[config.mk]
export PLATFORM = sky130hd
export DESIGN_NAME = cam_ctrl_top
export DESIGN_NICKNAME = d
export VERILOG_FILES = /design/src/cam_ctrl_pkg.sv /design/src/cam_reg_file.sv /design/src/cam_trigger_gen.sv /design/src/cam_ctrl_top.sv
export VERILOG_INCLUDE_DIRS = /design/src
export SDC_FILE = /design/constraint.sdc
export NUM_CORES = 1
export LEC_CHECK = 0
export ABC_AREA = 0
export BUFFER_PORTS_ARGS = -buffer_cell sky130_fd_sc_hd__buf_2
export CAP_MARGIN = 40
export CORE_UTILIZATION = 54
export DETAILED_ROUTE_END_ITERATION = 10
export GPL_TIMING_DRIVEN = 0
export PLACE_DENSITY = 0.78
export SYNTH_ARGS = -nofsm -noshare
export SYNTH_HDL_FRONTEND = slang
export SYNTH_SLANG_ARGS = --single-unit
[constraint.sdc]
create_clock -name i_axi_clk -period 4.7 [get_ports i_axi_clk]
set_clock_uncertainty 0.2 [all_clocks]
set_input_delay 0.705 -clock i_axi_clk [delete_from_list [all_inputs] [get_ports i_axi_clk]]
set_output_delay 0.705 -clock i_axi_clk [all_outputs]
set_load 0.03 [all_outputs]
[src/cam_ctrl_config.svh]
/*
  Build-time sizes, trigger defaults and version fields for the camera controller.
  Include in any file that needs them; the guard keeps repeated includes harmless.
*/
`ifndef CAM_CTRL_CONFIG_SVH
`define CAM_CTRL_CONFIG_SVH

// Sensor array shape
`define CAM_COUNT 3
`define LANE_COUNT 8

// Width of one IDELAY tap setting
`define TAP_W 5

// Register port widths, word addressed
`define REG_ADDR_W 8
`define REG_DATA_W 32

// Trigger values after reset
`define DEFAULT_TRIG_LEN 100
// About 200 Hz at a 74 MHz register clock
`define DEFAULT_TRIG_PERIOD 370000

// Version word fields
// Major sits in bits 31:28
`define VER_MAJOR 4'd1
// Minor sits in bits 27:20
`define VER_MINOR 8'd0
// Revision sits in bits 19:16
`define VER_REV 4'd0

`endif

[src/cam_ctrl_pkg.sv]
/*
  Types shared by the register file, the trigger generators and the top level:
  register address map, control bit positions and the request/response structs.
*/
`include "cam_ctrl_config.svh"

package cam_ctrl_pkg;

  // Word address map
  typedef enum logic [`REG_ADDR_W-1:0] {
    REG_CONTROL     = 0,
    REG_TRIG_WIDTH  = 3,
    REG_TRIG_PERIOD = 4,
    REG_CAM_COUNT   = 5,
    REG_LANE_COUNT  = 6,
    REG_TAP_START   = 16,
    REG_VERSION     = 40
  } reg_addr_e;

  // Control word bits
  localparam int CTRL_CLEAR      = 0;
  localparam int CTRL_TAP_RST    = 1;
  localparam int CTRL_TRIG_EN    = 2;
  localparam int CTRL_SERDES_RST = 4;
  localparam int CTRL_CAM_RST    = 5;
  localparam int CTRL_POWER0     = 12;
  localparam int CTRL_POWER1     = 13;
  localparam int CTRL_POWER2     = 14;

  // Single-cycle register request, strobes never high together
  typedef struct packed {
    logic                   wr_stb;
    logic                   rd_stb;
    logic [`REG_ADDR_W-1:0] addr;
    logic [`REG_DATA_W-1:0] wdata;
  } reg_req_t;

  typedef struct packed {
    logic                   rd_valid;
    logic [`REG_DATA_W-1:0] rdata;
    logic                   addr_err;
  } reg_rsp_t;

  // Shared by every trigger generator
  typedef struct packed {
    logic                   enable;
    logic                   restart;
    logic [`REG_DATA_W-1:0] pulse_width;
    logic [`REG_DATA_W-1:0] period;
  } trig_cfg_t;

endpackage

[src/cam_reg_file.sv]
/*
  Register block of the camera controller: decodes single-cycle requests, holds
  control, trigger and tap settings, and answers reads one cycle later.
*/
`include "cam_ctrl_config.svh"

module cam_reg_file
  import cam_ctrl_pkg::*;
(
  input  logic                                         i_axi_clk,
  input  logic                                         i_axi_rst,
  input  reg_req_t                                     i_req,
  output reg_rsp_t                                     o_rsp,
  output trig_cfg_t                                    o_trig_cfg,
  output logic [`CAM_COUNT-1:0]                        o_power_en,
  output logic                                         o_xclear_n,
  output logic                                         o_tap_delay_rst,
  output logic                                         o_serdes_clk_rst,
  output logic [`CAM_COUNT-1:0][`LANE_COUNT*`TAP_W-1:0] o_tap_data
);

  localparam int AW         = `REG_ADDR_W;
  localparam int LANE_IDX_W = $clog2(`LANE_COUNT);
  localparam int CAM_IDX_W  = $clog2(`CAM_COUNT);
  // First address past the tap block
  localparam logic [AW-1:0] TAP_END = AW'(REG_TAP_START + `CAM_COUNT * `LANE_COUNT);

  // Control levels
  logic                     r_clear;
  logic                     r_trig_en;
  logic [`CAM_COUNT-1:0]    r_power_en;
  // One-cycle strobes
  logic                     r_tap_delay_rst;
  logic                     r_serdes_clk_rst;

  logic [`REG_DATA_W-1:0]   r_trig_width;
  logic [`REG_DATA_W-1:0]   r_trig_period;
  logic [`CAM_COUNT-1:0][`LANE_COUNT-1:0][`TAP_W-1:0] r_tap;

  logic                     r_rd_valid;
  logic                     r_addr_err;
  logic [`REG_DATA_W-1:0]   r_rdata;

  logic                     w_ctrl_wr;
  logic                     w_addr_bad;
  logic                     w_tap_hit;
  logic [AW-1:0]            w_tap_off;
  logic [CAM_IDX_W-1:0]     w_tap_cam;
  logic [LANE_IDX_W-1:0]    w_tap_lane;
  logic [`REG_DATA_W-1:0]   w_rd_mux;

  // Address decode
  assign w_ctrl_wr  = i_req.wr_stb && (i_req.addr == REG_CONTROL);
  assign w_addr_bad = i_req.addr > REG_VERSION;
  assign w_tap_hit  = (i_req.addr >= REG_TAP_START) && (i_req.addr < TAP_END);
  assign w_tap_off  = i_req.addr - REG_TAP_START;
  // Eight lanes per camera, so the offset splits into camera and lane fields
  assign w_tap_cam  = w_tap_off[LANE_IDX_W +: CAM_IDX_W];
  assign w_tap_lane = w_tap_off[LANE_IDX_W-1:0];

  always_ff @(posedge i_axi_clk) begin
    if (i_axi_rst) begin
      r_clear          <= 1'b0;
      r_trig_en        <= 1'b0;
      r_power_en       <= '0;
      r_tap_delay_rst  <= 1'b0;
      r_serdes_clk_rst <= 1'b0;
      r_trig_width     <= `DEFAULT_TRIG_LEN;
      r_trig_period    <= `DEFAULT_TRIG_PERIOD;
      r_tap            <= '0;
    end else begin
      r_tap_delay_rst  <= 1'b0;
      r_serdes_clk_rst <= 1'b0;
      if (i_req.wr_stb) begin
        case (i_req.addr)
          REG_CONTROL: begin
            r_clear          <= i_req.wdata[CTRL_CLEAR];
            r_trig_en        <= i_req.wdata[CTRL_TRIG_EN];
            r_power_en       <= {i_req.wdata[CTRL_POWER2],
                                 i_req.wdata[CTRL_POWER1],
                                 i_req.wdata[CTRL_POWER0]};
            r_tap_delay_rst  <= i_req.wdata[CTRL_TAP_RST];
            r_serdes_clk_rst <= i_req.wdata[CTRL_SERDES_RST];
          end
          REG_TRIG_WIDTH: begin
            r_trig_width <= i_req.wdata;
          end
          REG_TRIG_PERIOD: begin
            r_trig_period <= i_req.wdata;
          end
          default: begin
            // Read-only and unmapped addresses fall through here
            if (w_tap_hit) begin
              r_tap[w_tap_cam][w_tap_lane] <= i_req.wdata[`TAP_W-1:0];
            end
          end
        endcase
      end
    end
  end

  // Read data select
  always_comb begin
    w_rd_mux = '0;
    case (i_req.addr)
      REG_CONTROL: begin
        w_rd_mux[CTRL_CLEAR]   = r_clear;
        w_rd_mux[CTRL_TRIG_EN] = r_trig_en;
        w_rd_mux[CTRL_POWER0]  = r_power_en[0];
        w_rd_mux[CTRL_POWER1]  = r_power_en[1];
        w_rd_mux[CTRL_POWER2]  = r_power_en[2];
      end
      REG_TRIG_WIDTH:  w_rd_mux = r_trig_width;
      REG_TRIG_PERIOD: w_rd_mux = r_trig_period;
      REG_CAM_COUNT:   w_rd_mux = `CAM_COUNT;
      REG_LANE_COUNT:  w_rd_mux = `LANE_COUNT;
      REG_VERSION:     w_rd_mux = {`VER_MAJOR, `VER_MINOR, `VER_REV, 16'h0000};
      default: begin
        if (w_tap_hit) begin
          w_rd_mux[`TAP_W-1:0] = r_tap[w_tap_cam][w_tap_lane];
        end
      end
    endcase
  end

  // Response flags, one cycle after the request
  always_ff @(posedge i_axi_clk) begin
    if (i_axi_rst) begin
      r_rd_valid <= 1'b0;
      r_addr_err <= 1'b0;
    end else begin
      r_rd_valid <= i_req.rd_stb;
      r_addr_err <= (i_req.rd_stb || i_req.wr_stb) && w_addr_bad;
    end
  end

  always_ff @(posedge i_axi_clk) begin
    if (i_req.rd_stb) begin
      r_rdata <= w_rd_mux;
    end
  end

  assign o_rsp.rd_valid = r_rd_valid;
  assign o_rsp.rdata    = r_rdata;
  assign o_rsp.addr_err = r_addr_err;

  // Camera reset acts on the write cycle itself
  assign o_trig_cfg.enable      = r_trig_en;
  assign o_trig_cfg.restart     = w_ctrl_wr && i_req.wdata[CTRL_CAM_RST];
  assign o_trig_cfg.pulse_width = r_trig_width;
  assign o_trig_cfg.period      = r_trig_period;

  assign o_power_en       = r_power_en;
  assign o_xclear_n       = ~r_clear;
  assign o_tap_delay_rst  = r_tap_delay_rst;
  assign o_serdes_clk_rst = r_serdes_clk_rst;
  assign o_tap_data       = r_tap;

endmodule

[src/cam_trigger_gen.sv]
/*
  Trigger pulse generator for one camera. Counts through the programmed period
  and holds the trigger high for the first pulse_width counts of each period.
*/
`include "cam_ctrl_config.svh"

module cam_trigger_gen
  import cam_ctrl_pkg::*;
(
  input  logic      i_axi_clk,
  input  logic      i_axi_rst,
  input  trig_cfg_t i_cfg,
  output logic      o_trigger
);

  logic [`REG_DATA_W-1:0] r_count;
  logic                   w_wrap;

  // Last count of the period, or past it after a shorter period is written
  assign w_wrap = r_count >= (i_cfg.period - 1);

  always_ff @(posedge i_axi_clk) begin
    if (i_axi_rst) begin
      r_count <= '0;
    end else if (!i_cfg.enable || i_cfg.restart) begin
      // Held at zero while disabled so the first enabled cycle fires
      r_count <= '0;
    end else if (w_wrap) begin
      r_count <= '0;
    end else begin
      r_count <= r_count + 1;
    end
  end

  // High at the start of every period
  assign o_trigger = i_cfg.enable && (r_count < i_cfg.pulse_width);

endmodule

[src/cam_ctrl_top.sv]
/*
  Control top of the three-camera sensor interface. Joins the register block
  to one trigger generator per camera and brings the controls out to ports.
*/
`include "cam_ctrl_config.svh"

module cam_ctrl_top
  import cam_ctrl_pkg::*;
(
  input  logic                                         i_axi_clk,
  input  logic                                         i_axi_rst,
  input  reg_req_t                                     i_req,
  output reg_rsp_t                                     o_rsp,
  output logic [`CAM_COUNT-1:0]                        o_trigger,
  output logic [`CAM_COUNT-1:0]                        o_power_en,
  output logic                                         o_xclear_n,
  output logic                                         o_tap_delay_rst,
  output logic                                         o_serdes_clk_rst,
  output logic [`CAM_COUNT-1:0][`LANE_COUNT*`TAP_W-1:0] o_tap_data
);

  logic      w_axi_rst;
  trig_cfg_t w_trig_cfg;

  // Reset is active high at the port
  assign w_axi_rst = i_axi_rst;

  cam_reg_file u_reg_file (
    .i_axi_clk        (i_axi_clk),
    .i_axi_rst        (w_axi_rst),
    .i_req            (i_req),
    .o_rsp            (o_rsp),
    .o_trig_cfg       (w_trig_cfg),
    .o_power_en       (o_power_en),
    .o_xclear_n       (o_xclear_n),
    .o_tap_delay_rst  (o_tap_delay_rst),
    .o_serdes_clk_rst (o_serdes_clk_rst),
    .o_tap_data       (o_tap_data)
  );

  // All cameras share one width, period and enable
  for (genvar gi = 0; gi < `CAM_COUNT; gi++) begin : g_cam
    cam_trigger_gen u_trig_gen (
      .i_axi_clk (i_axi_clk),
      .i_axi_rst (w_axi_rst),
      .i_cfg     (w_trig_cfg),
      .o_trigger (o_trigger[gi])
    );
  end

endmodule

# Word level (Yosys, flattened, before mapping)
# Cells that the tools add are included.
dict set report word_totals {
  ff_bits 321
  inputBits 44
  output_inout_bits 163
  wordCells 107
}
dict set report classes {
  add_sub_neg 5
  order_cmp 13
  eq_ne 5
  n_mux 17
  bitwise 4
  reduce_logical 26
}
# operator count
set ops {}
lappend ops {{$bwmux W120} 1}
lappend ops {{$add A32 B1 Y32 const B} 3}
lappend ops {{$ge A32 B32 Y1} 3}
lappend ops {{$lt A32 B32 Y1} 3}
lappend ops {{$bmux W40 S2} 1}
lappend ops {{$demux W40 S2} 1}
lappend ops {{$mux W40} 2}
lappend ops {{$pmux W17 S3} 1}
lappend ops {{$sub A32 B1 Y32 const B} 1}
lappend ops {{$eq A8 B3 Y1 const B} 3}
lappend ops {{$reduce_or A3 Y1} 8}
lappend ops {{$bmux W5 S3} 1}
lappend ops {{$demux W5 S3} 1}
lappend ops {{$mux W5} 3}
lappend ops {{$pmux W7 S2} 1}
lappend ops {{$logic_and A1 B1 Y1} 9}
lappend ops {{$pmux W3 S3} 1}
lappend ops {{$eq A8 B2 Y1 const B} 1}
lappend ops {{$eq A8 B6 Y1 const B} 1}
lappend ops {{$ge A8 B5 Y1 const B} 1}
lappend ops {{$gt A8 B6 Y1 const B} 1}
lappend ops {{$logic_not A8 Y1} 1}
lappend ops {{$lt A8 B6 Y1 const B} 1}
lappend ops {{$pmux W1 S4} 2}
lappend ops {{13 further kinds} 19}

# Longest topological paths before layout
dict set report depth {
  word_depth 8
  depth_mapped 16
  mapped_depth_nobuf 15
}

# Cells and area by module
# From an unflattened synthesis, not the netlist that was laid out.
dict set report hier_totals {
  hier_cells 2340
  area_unflattened_um2 19846.5
}
# module n_inst cells_per_inst area_each_um2 seq_area_each_um2
set by_module_without_submodules {}
lappend by_module_without_submodules {cam_reg_file 1 1076 9848.2 4824.6}
lappend by_module_without_submodules {{cam_trigger_gen (g_cam[2].u_trig_gen)} 1 423 3374.5 640.6}
lappend by_module_without_submodules {{cam_trigger_gen (g_cam[0].u_trig_gen)} 1 419 3319.4 640.6}
lappend by_module_without_submodules {{cam_trigger_gen (g_cam[1].u_trig_gen)} 1 422 3304.4 640.6}

# Worst setup path before layout
# Ideal clock, no wire load.
dict set report synth_path {
  kind {register -> register}
  startpoint {register u_reg_file.r_trig_period[2]}
  endpoint {register g_cam[0].u_trig_gen.r_count[12]}
  setup_ns 0.073
  arrival_time_ns 3.790
  required_ns 4.427
  slack_ns 0.637
  stages_incl_launch_ff 17
  n_path_buf 3
  period_less_slack_ns 4.063
  path_cell_list {dfxtp_1 > buf_2 > or3_1 > or4_1 > clkbuf_1 > nor2_2 > nand3_1 > nor3_1 > xnor2_1 > ha_1 > a21o_1 > a21o_1 > a21o_1 > or4b_1 > o21bai_4 > buf_6 > nor3_2}
}
dict set report synth_between {
  elab_chain_cells 3
}
# element line
set synth_lines {}
lappend synth_lines {{start: declaration} cam_reg_file.sv:37} ;# logic [`REG_DATA_W-1:0] r_trig_period;
lappend synth_lines {{start signal: assignment} cam_reg_file.sv:69} ;# r_trig_period <= `DEFAULT_TRIG_PERIOD;
lappend synth_lines {{start signal: assignment} cam_reg_file.sv:89} ;# r_trig_period <= i_req.wdata;
lappend synth_lines {{$sub A32 B1 Y32} cam_trigger_gen.sv:20} ;# assign w_wrap = r_count >= (i_cfg.period - 1);
lappend synth_lines {{$ge A32 B32 Y1} cam_trigger_gen.sv:20}
lappend synth_lines {{$reduce_or A3 Y1 (no line)} -}
lappend synth_lines {{end signal: assignment} cam_trigger_gen.sv:31} ;# r_count <= r_count + 1;
lappend synth_lines {{end: declaration} cam_trigger_gen.sv:16} ;# logic [`REG_DATA_W-1:0] r_count;
# Every way passes these cells.
# A chain may end at the register's enable or synchronous reset.

# Worst setup path in the final report
dict set report layout_path {
  startpoint {register u_reg_file.r_trig_period[0]}
  endpoint {register g_cam[1].u_trig_gen.r_count[29]}
}
dict set report layout_between {
  elab_chain_cells 3
}
# element line
set layout_lines {}
lappend layout_lines {{$sub A32 B1 Y32} cam_trigger_gen.sv:20}
lappend layout_lines {{$ge A32 B32 Y1} cam_trigger_gen.sv:20}
lappend layout_lines {{$reduce_or A3 Y1 (no line)} -}
lappend layout_lines {{end signal: assignment} cam_trigger_gen.sv:31}
lappend layout_lines {{end: declaration} cam_trigger_gen.sv:16}
# Every way passes these cells.

==> impl_metrics.yaml <==
cts:
  clock_sinks: 321
  cts_root_buf: "clkbuf_16"
  cts_tree: "built"
  postCtsHoldBufs: 0
  cts.path.max_buffers: 3
  clk_latency_ns: 0.57
  clkSlewWorstSetupHoldPaths_ns: 0.06
  cts_buffers: 37
  cts-htree-levels: 2
power_and_ir_drop:
  ir_drop_mv: 0.313
  leakagePower_nw: 8.51
  power_density_nw_per_um2: 280
  design_power_total_mw: 6.16
global_route:
  antenna_found_initial: 6
  grt_pass1_wl_um: 98400
  grtUsageTotal_pct: 35.1
  grt_max_degree: 35
  grt_pass1_vias: 17800
  overflow: 0
yosys:
  syn-cell-area_um2: 19000
  synth_cell_type_count: 72
  synth-edff-count: 32
  syn_nets: 2431
  ys_seq_area_share_pct: 35.4
  postSynthAreaPerCell_um2: 8.67
  ys_warn_count: 0
  async_reset_ff_share_pct: 0
  ys_ff_latch: 321
  synth_cells: 2197
  yosys_most_used_dff: "dfxtp_1"
die:
  pin_count: 207
  design.die.area_um2: 36000
  die_h_um: 190
  core_um2: 34600
  die_w_um: 190
  rows: 68
  start_util_pct: 55.0
routing:
  drt_iter0_markers: 1443
  wl_per_cell_um: 21.9
  drc: 0
  ant_nets: 0
  vias_per_cell: 6.24
  num_vias: 18300
  routed_wl_um: 64000
  first_pass_iters: 7
worst_setup_path:
  cp.required_ns: 4.92
  worstSetupPathType: "register to register"
  crit_fanout: 10
  crit_family: "simple AND/OR/NAND/NOR gates"
  cp.buffers_inverters: 2
  endpoint_kind: "register"
  crit_arrival_ns: 4.86
  slowest_delay_ns: 0.51
  cp_slowest_cell: "a2111oi_4"
  cp-start-kind: "register"
  cp_cell_sequence: "inv_1, ha_1, nor2b_1, nand3_1, nor4_4, nand2_1, nor4_1, xnor2_1, ha_1, nand4_1, nor2_1, o21ai_0, a2111oi_4, buf_2, nor3_2"
  cp_common_cell: "ha_1"
timing:
  hold_viol: 0
  tns_ns: 0
  slew_viol_final: 0
  setup_viol: 0
  min_period_ns: 4.64
  slew_headroom_pct: 37.3
  finalCritPeriodShare_pct: 98.7
  worstMarginPinSlew_ns: 0.941
  max_freq_mhz: 216
  hold-worst-slack_ns: 0.180
layout:
  finish.utilization_pct: 63.6
  syn2layout_area_growth_pct: 15.5
  drive_gt1_share_pct: 16.9
  layout.nets: 2670
  design_area_um2: 22000
placement:
  post_dp_cell_area_um2: 20600
  gp_congestion: 0.966
  dp_hpwl_um: 49600
  portBuffers: 201
outcome:
  status: "finished, final reports clean"
job:
  drv_cap: 0
min_path:
  worstHoldPathType: "input pin to register"
==> state kept, by name, indices dropped and copies added, names as in the netlist <==
name and count:
g_cam.u_trig_gen.r_count 96, u_reg_file.o_power_en 3, u_reg_file.o_serdes_clk_rst 1, u_reg_file.o_tap_data 120
u_reg_file.o_tap_delay_rst 1, u_reg_file.r_addr_err 1, u_reg_file.r_clear 1, u_reg_file.r_rd_valid 1
u_reg_file.r_rdata 32, u_reg_file.r_trig_en 1, u_reg_file.r_trig_period 32, u_reg_file.r_trig_width 32
==> cells in the mapped netlist, types with 5 or more instances <==
library cell / count / area, µm²
nand2_1: 306 / 1150
dfxtp_1: 289 / 5790
a21oi_1: 211 / 1060
ha_1: 190 / 2380
nor2_1: 140 / 526
o21ai_0: 139 / 696
clkbuf_1: 93 / 349
nor3_2: 91 / 911
mux2i_1: 70 / 701
nand3_1: 68 / 340
xnor2_1: 61 / 534
xor2_1: 61 / 534
inv_1: 50 / 188
nand4_1: 43 / 269
a21o_1: 37 / 278
edfxtp_1: 32 / 961
nor3_1: 32 / 160
a22o_1: 23 / 201
buf_2: 20 / 100
a211oi_1: 17 / 128
and3_1: 17 / 106
nor2b_1: 14 / 87.6
nor4_1: 14 / 87.6
o22ai_1: 13 / 81.3
and4_1: 10 / 87.6
nand2b_1: 10 / 62.6
o211ai_1: 10 / 75.1
buf_6: 9 / 101
o21a_1: 9 / 67.6
or3_1: 9 / 56.3
a31oi_1: 7 / 43.8
buf_4: 7 / 52.6
a2111oi_0: 6 / 52.6
a221o_1: 6 / 60.1
buf_1: 6 / 22.5
o221ai_1: 6 / 52.6
a211o_1: 5 / 43.8
a22oi_1: 5 / 37.5
or4_1: 5 / 37.5
==> logic make-up (layout without fill, tap and decap cells) <==
| kind of cell | after synthesis | in the layout | share of synthesized area, % |
|---|---|---|---|
| XOR/XNOR | 124 | 124 | 5.84 |
| other | 0 | 4 | 0 |
| AND/OR/NAND/NOR | 790 | 790 | 21.9 |
| buffers and inverters | 185 | 452 | 4.27 |
| AO/OA/AOI/OAI | 517 | 517 | 16.4 |
| adder cells (fa/ha/maj) | 190 | 190 | 12.5 |
| multiplexers | 70 | 70 | 3.68 |
| flip-flops | 321 | 321 | 35.4 |
==> worst register-to-register path: cells and delay by family, from the launching register on <==
family / cells / cell delay (ns)
simple gates: 8 / 1.69
buf+inv: 2 / 0.63
xor+xnor: 1 / 0.26
fa+ha+maj: 2 / 0.59
compound gates: 2 / 0.75
flops: 1 / 0.39
==> layout make-up <==
class | instances | area, µm²
multi-input cells | 1691 | 11500
clock buffers | 56 | 1130
clock inverters | 11 | 181
repair buffers | 201 | 1010
inverters | 50 | 188
flip-flops and latches | 321 | 6750
well taps | 455 | 569
plain buffers | 134 | 629
diodes | 4 | 10.0
fillers | 2916 | 12600
==> final timing paths <==
kind	startpoint	end	slack, ns	cells after the start
setup / recovery	u_reg_file.r_trig_period[0]$_SDFFE_PP0P_	g_cam[1].u_trig_gen.r_count[29]$_SDFF_PP0_	0.06	15
hold / removal	i_req[8]	u_reg_file.r_trig_period[8]$_SDFFE_PP1P_	0.18	3
setup reg to reg	u_reg_file.r_trig_period[0]$_SDFFE_PP0P_	g_cam[1].u_trig_gen.r_count[29]$_SDFF_PP0_	0.06	15
hold reg to reg	u_reg_file.r_clear$_SDFFE_PP0P_	u_reg_file.r_clear$_SDFFE_PP0P_	0.27	2
==> layout by cell type (no fill, tap or decap), types with 31 or more instances in the layout <==
master,instances
o21ai_0,139
nor3_2,91
dfxtp_1,289
nand2_1,306
buf_2,218
a21oi_1,211
nand3_1,67
nor3_1,31
ha_1,190
nand4_1,43
xor2_1,61
mux2i_1,70
clkbuf_16,38
clkbuf_1,99
edfxtp_1,32
nor2_1,140
inv_1,50
a21o_1,37
xnor2_1,60
==> per-stage QoR <==
| step | worst slack [ns] | instances |
|---|---|---|
| finish | 0.0608 | 2923 |
| global route | -0.0195 | 2922 |
| CTS | 0.0194 | 2920 |
| detailed placement | -0.230 | 2853 |
| global placement | -0.112 | 2853 |
| floorplan | 0.637 | 2197 |
==> power by group <==
| group | switching (mW) | total, mW | internal, mW |
|---|---|---|---|
| logic | 0.194 | 0.253 | 0.0586 |
| clock network | 1.24 | 3.12 | 1.89 |
| registers | 0.00618 | 2.78 | 2.78 |
==> routing by layer <==
layer / global-route usage (%) / wire length, µm
met5: 0 / 34
met4: 19.5 / 3640
met3: 7.16 / 5520
met2: 60.0 / 30600
met1: 40.9 / 24200
==> timing repair <==
item	4_1_cts	5_1_grt
buffers inserted	0	0
resized for setup	5	8
endpoints found under the setup margin	90	93
pin swaps	0	3
No activity file was read; power rests on OpenSTA's default activity.
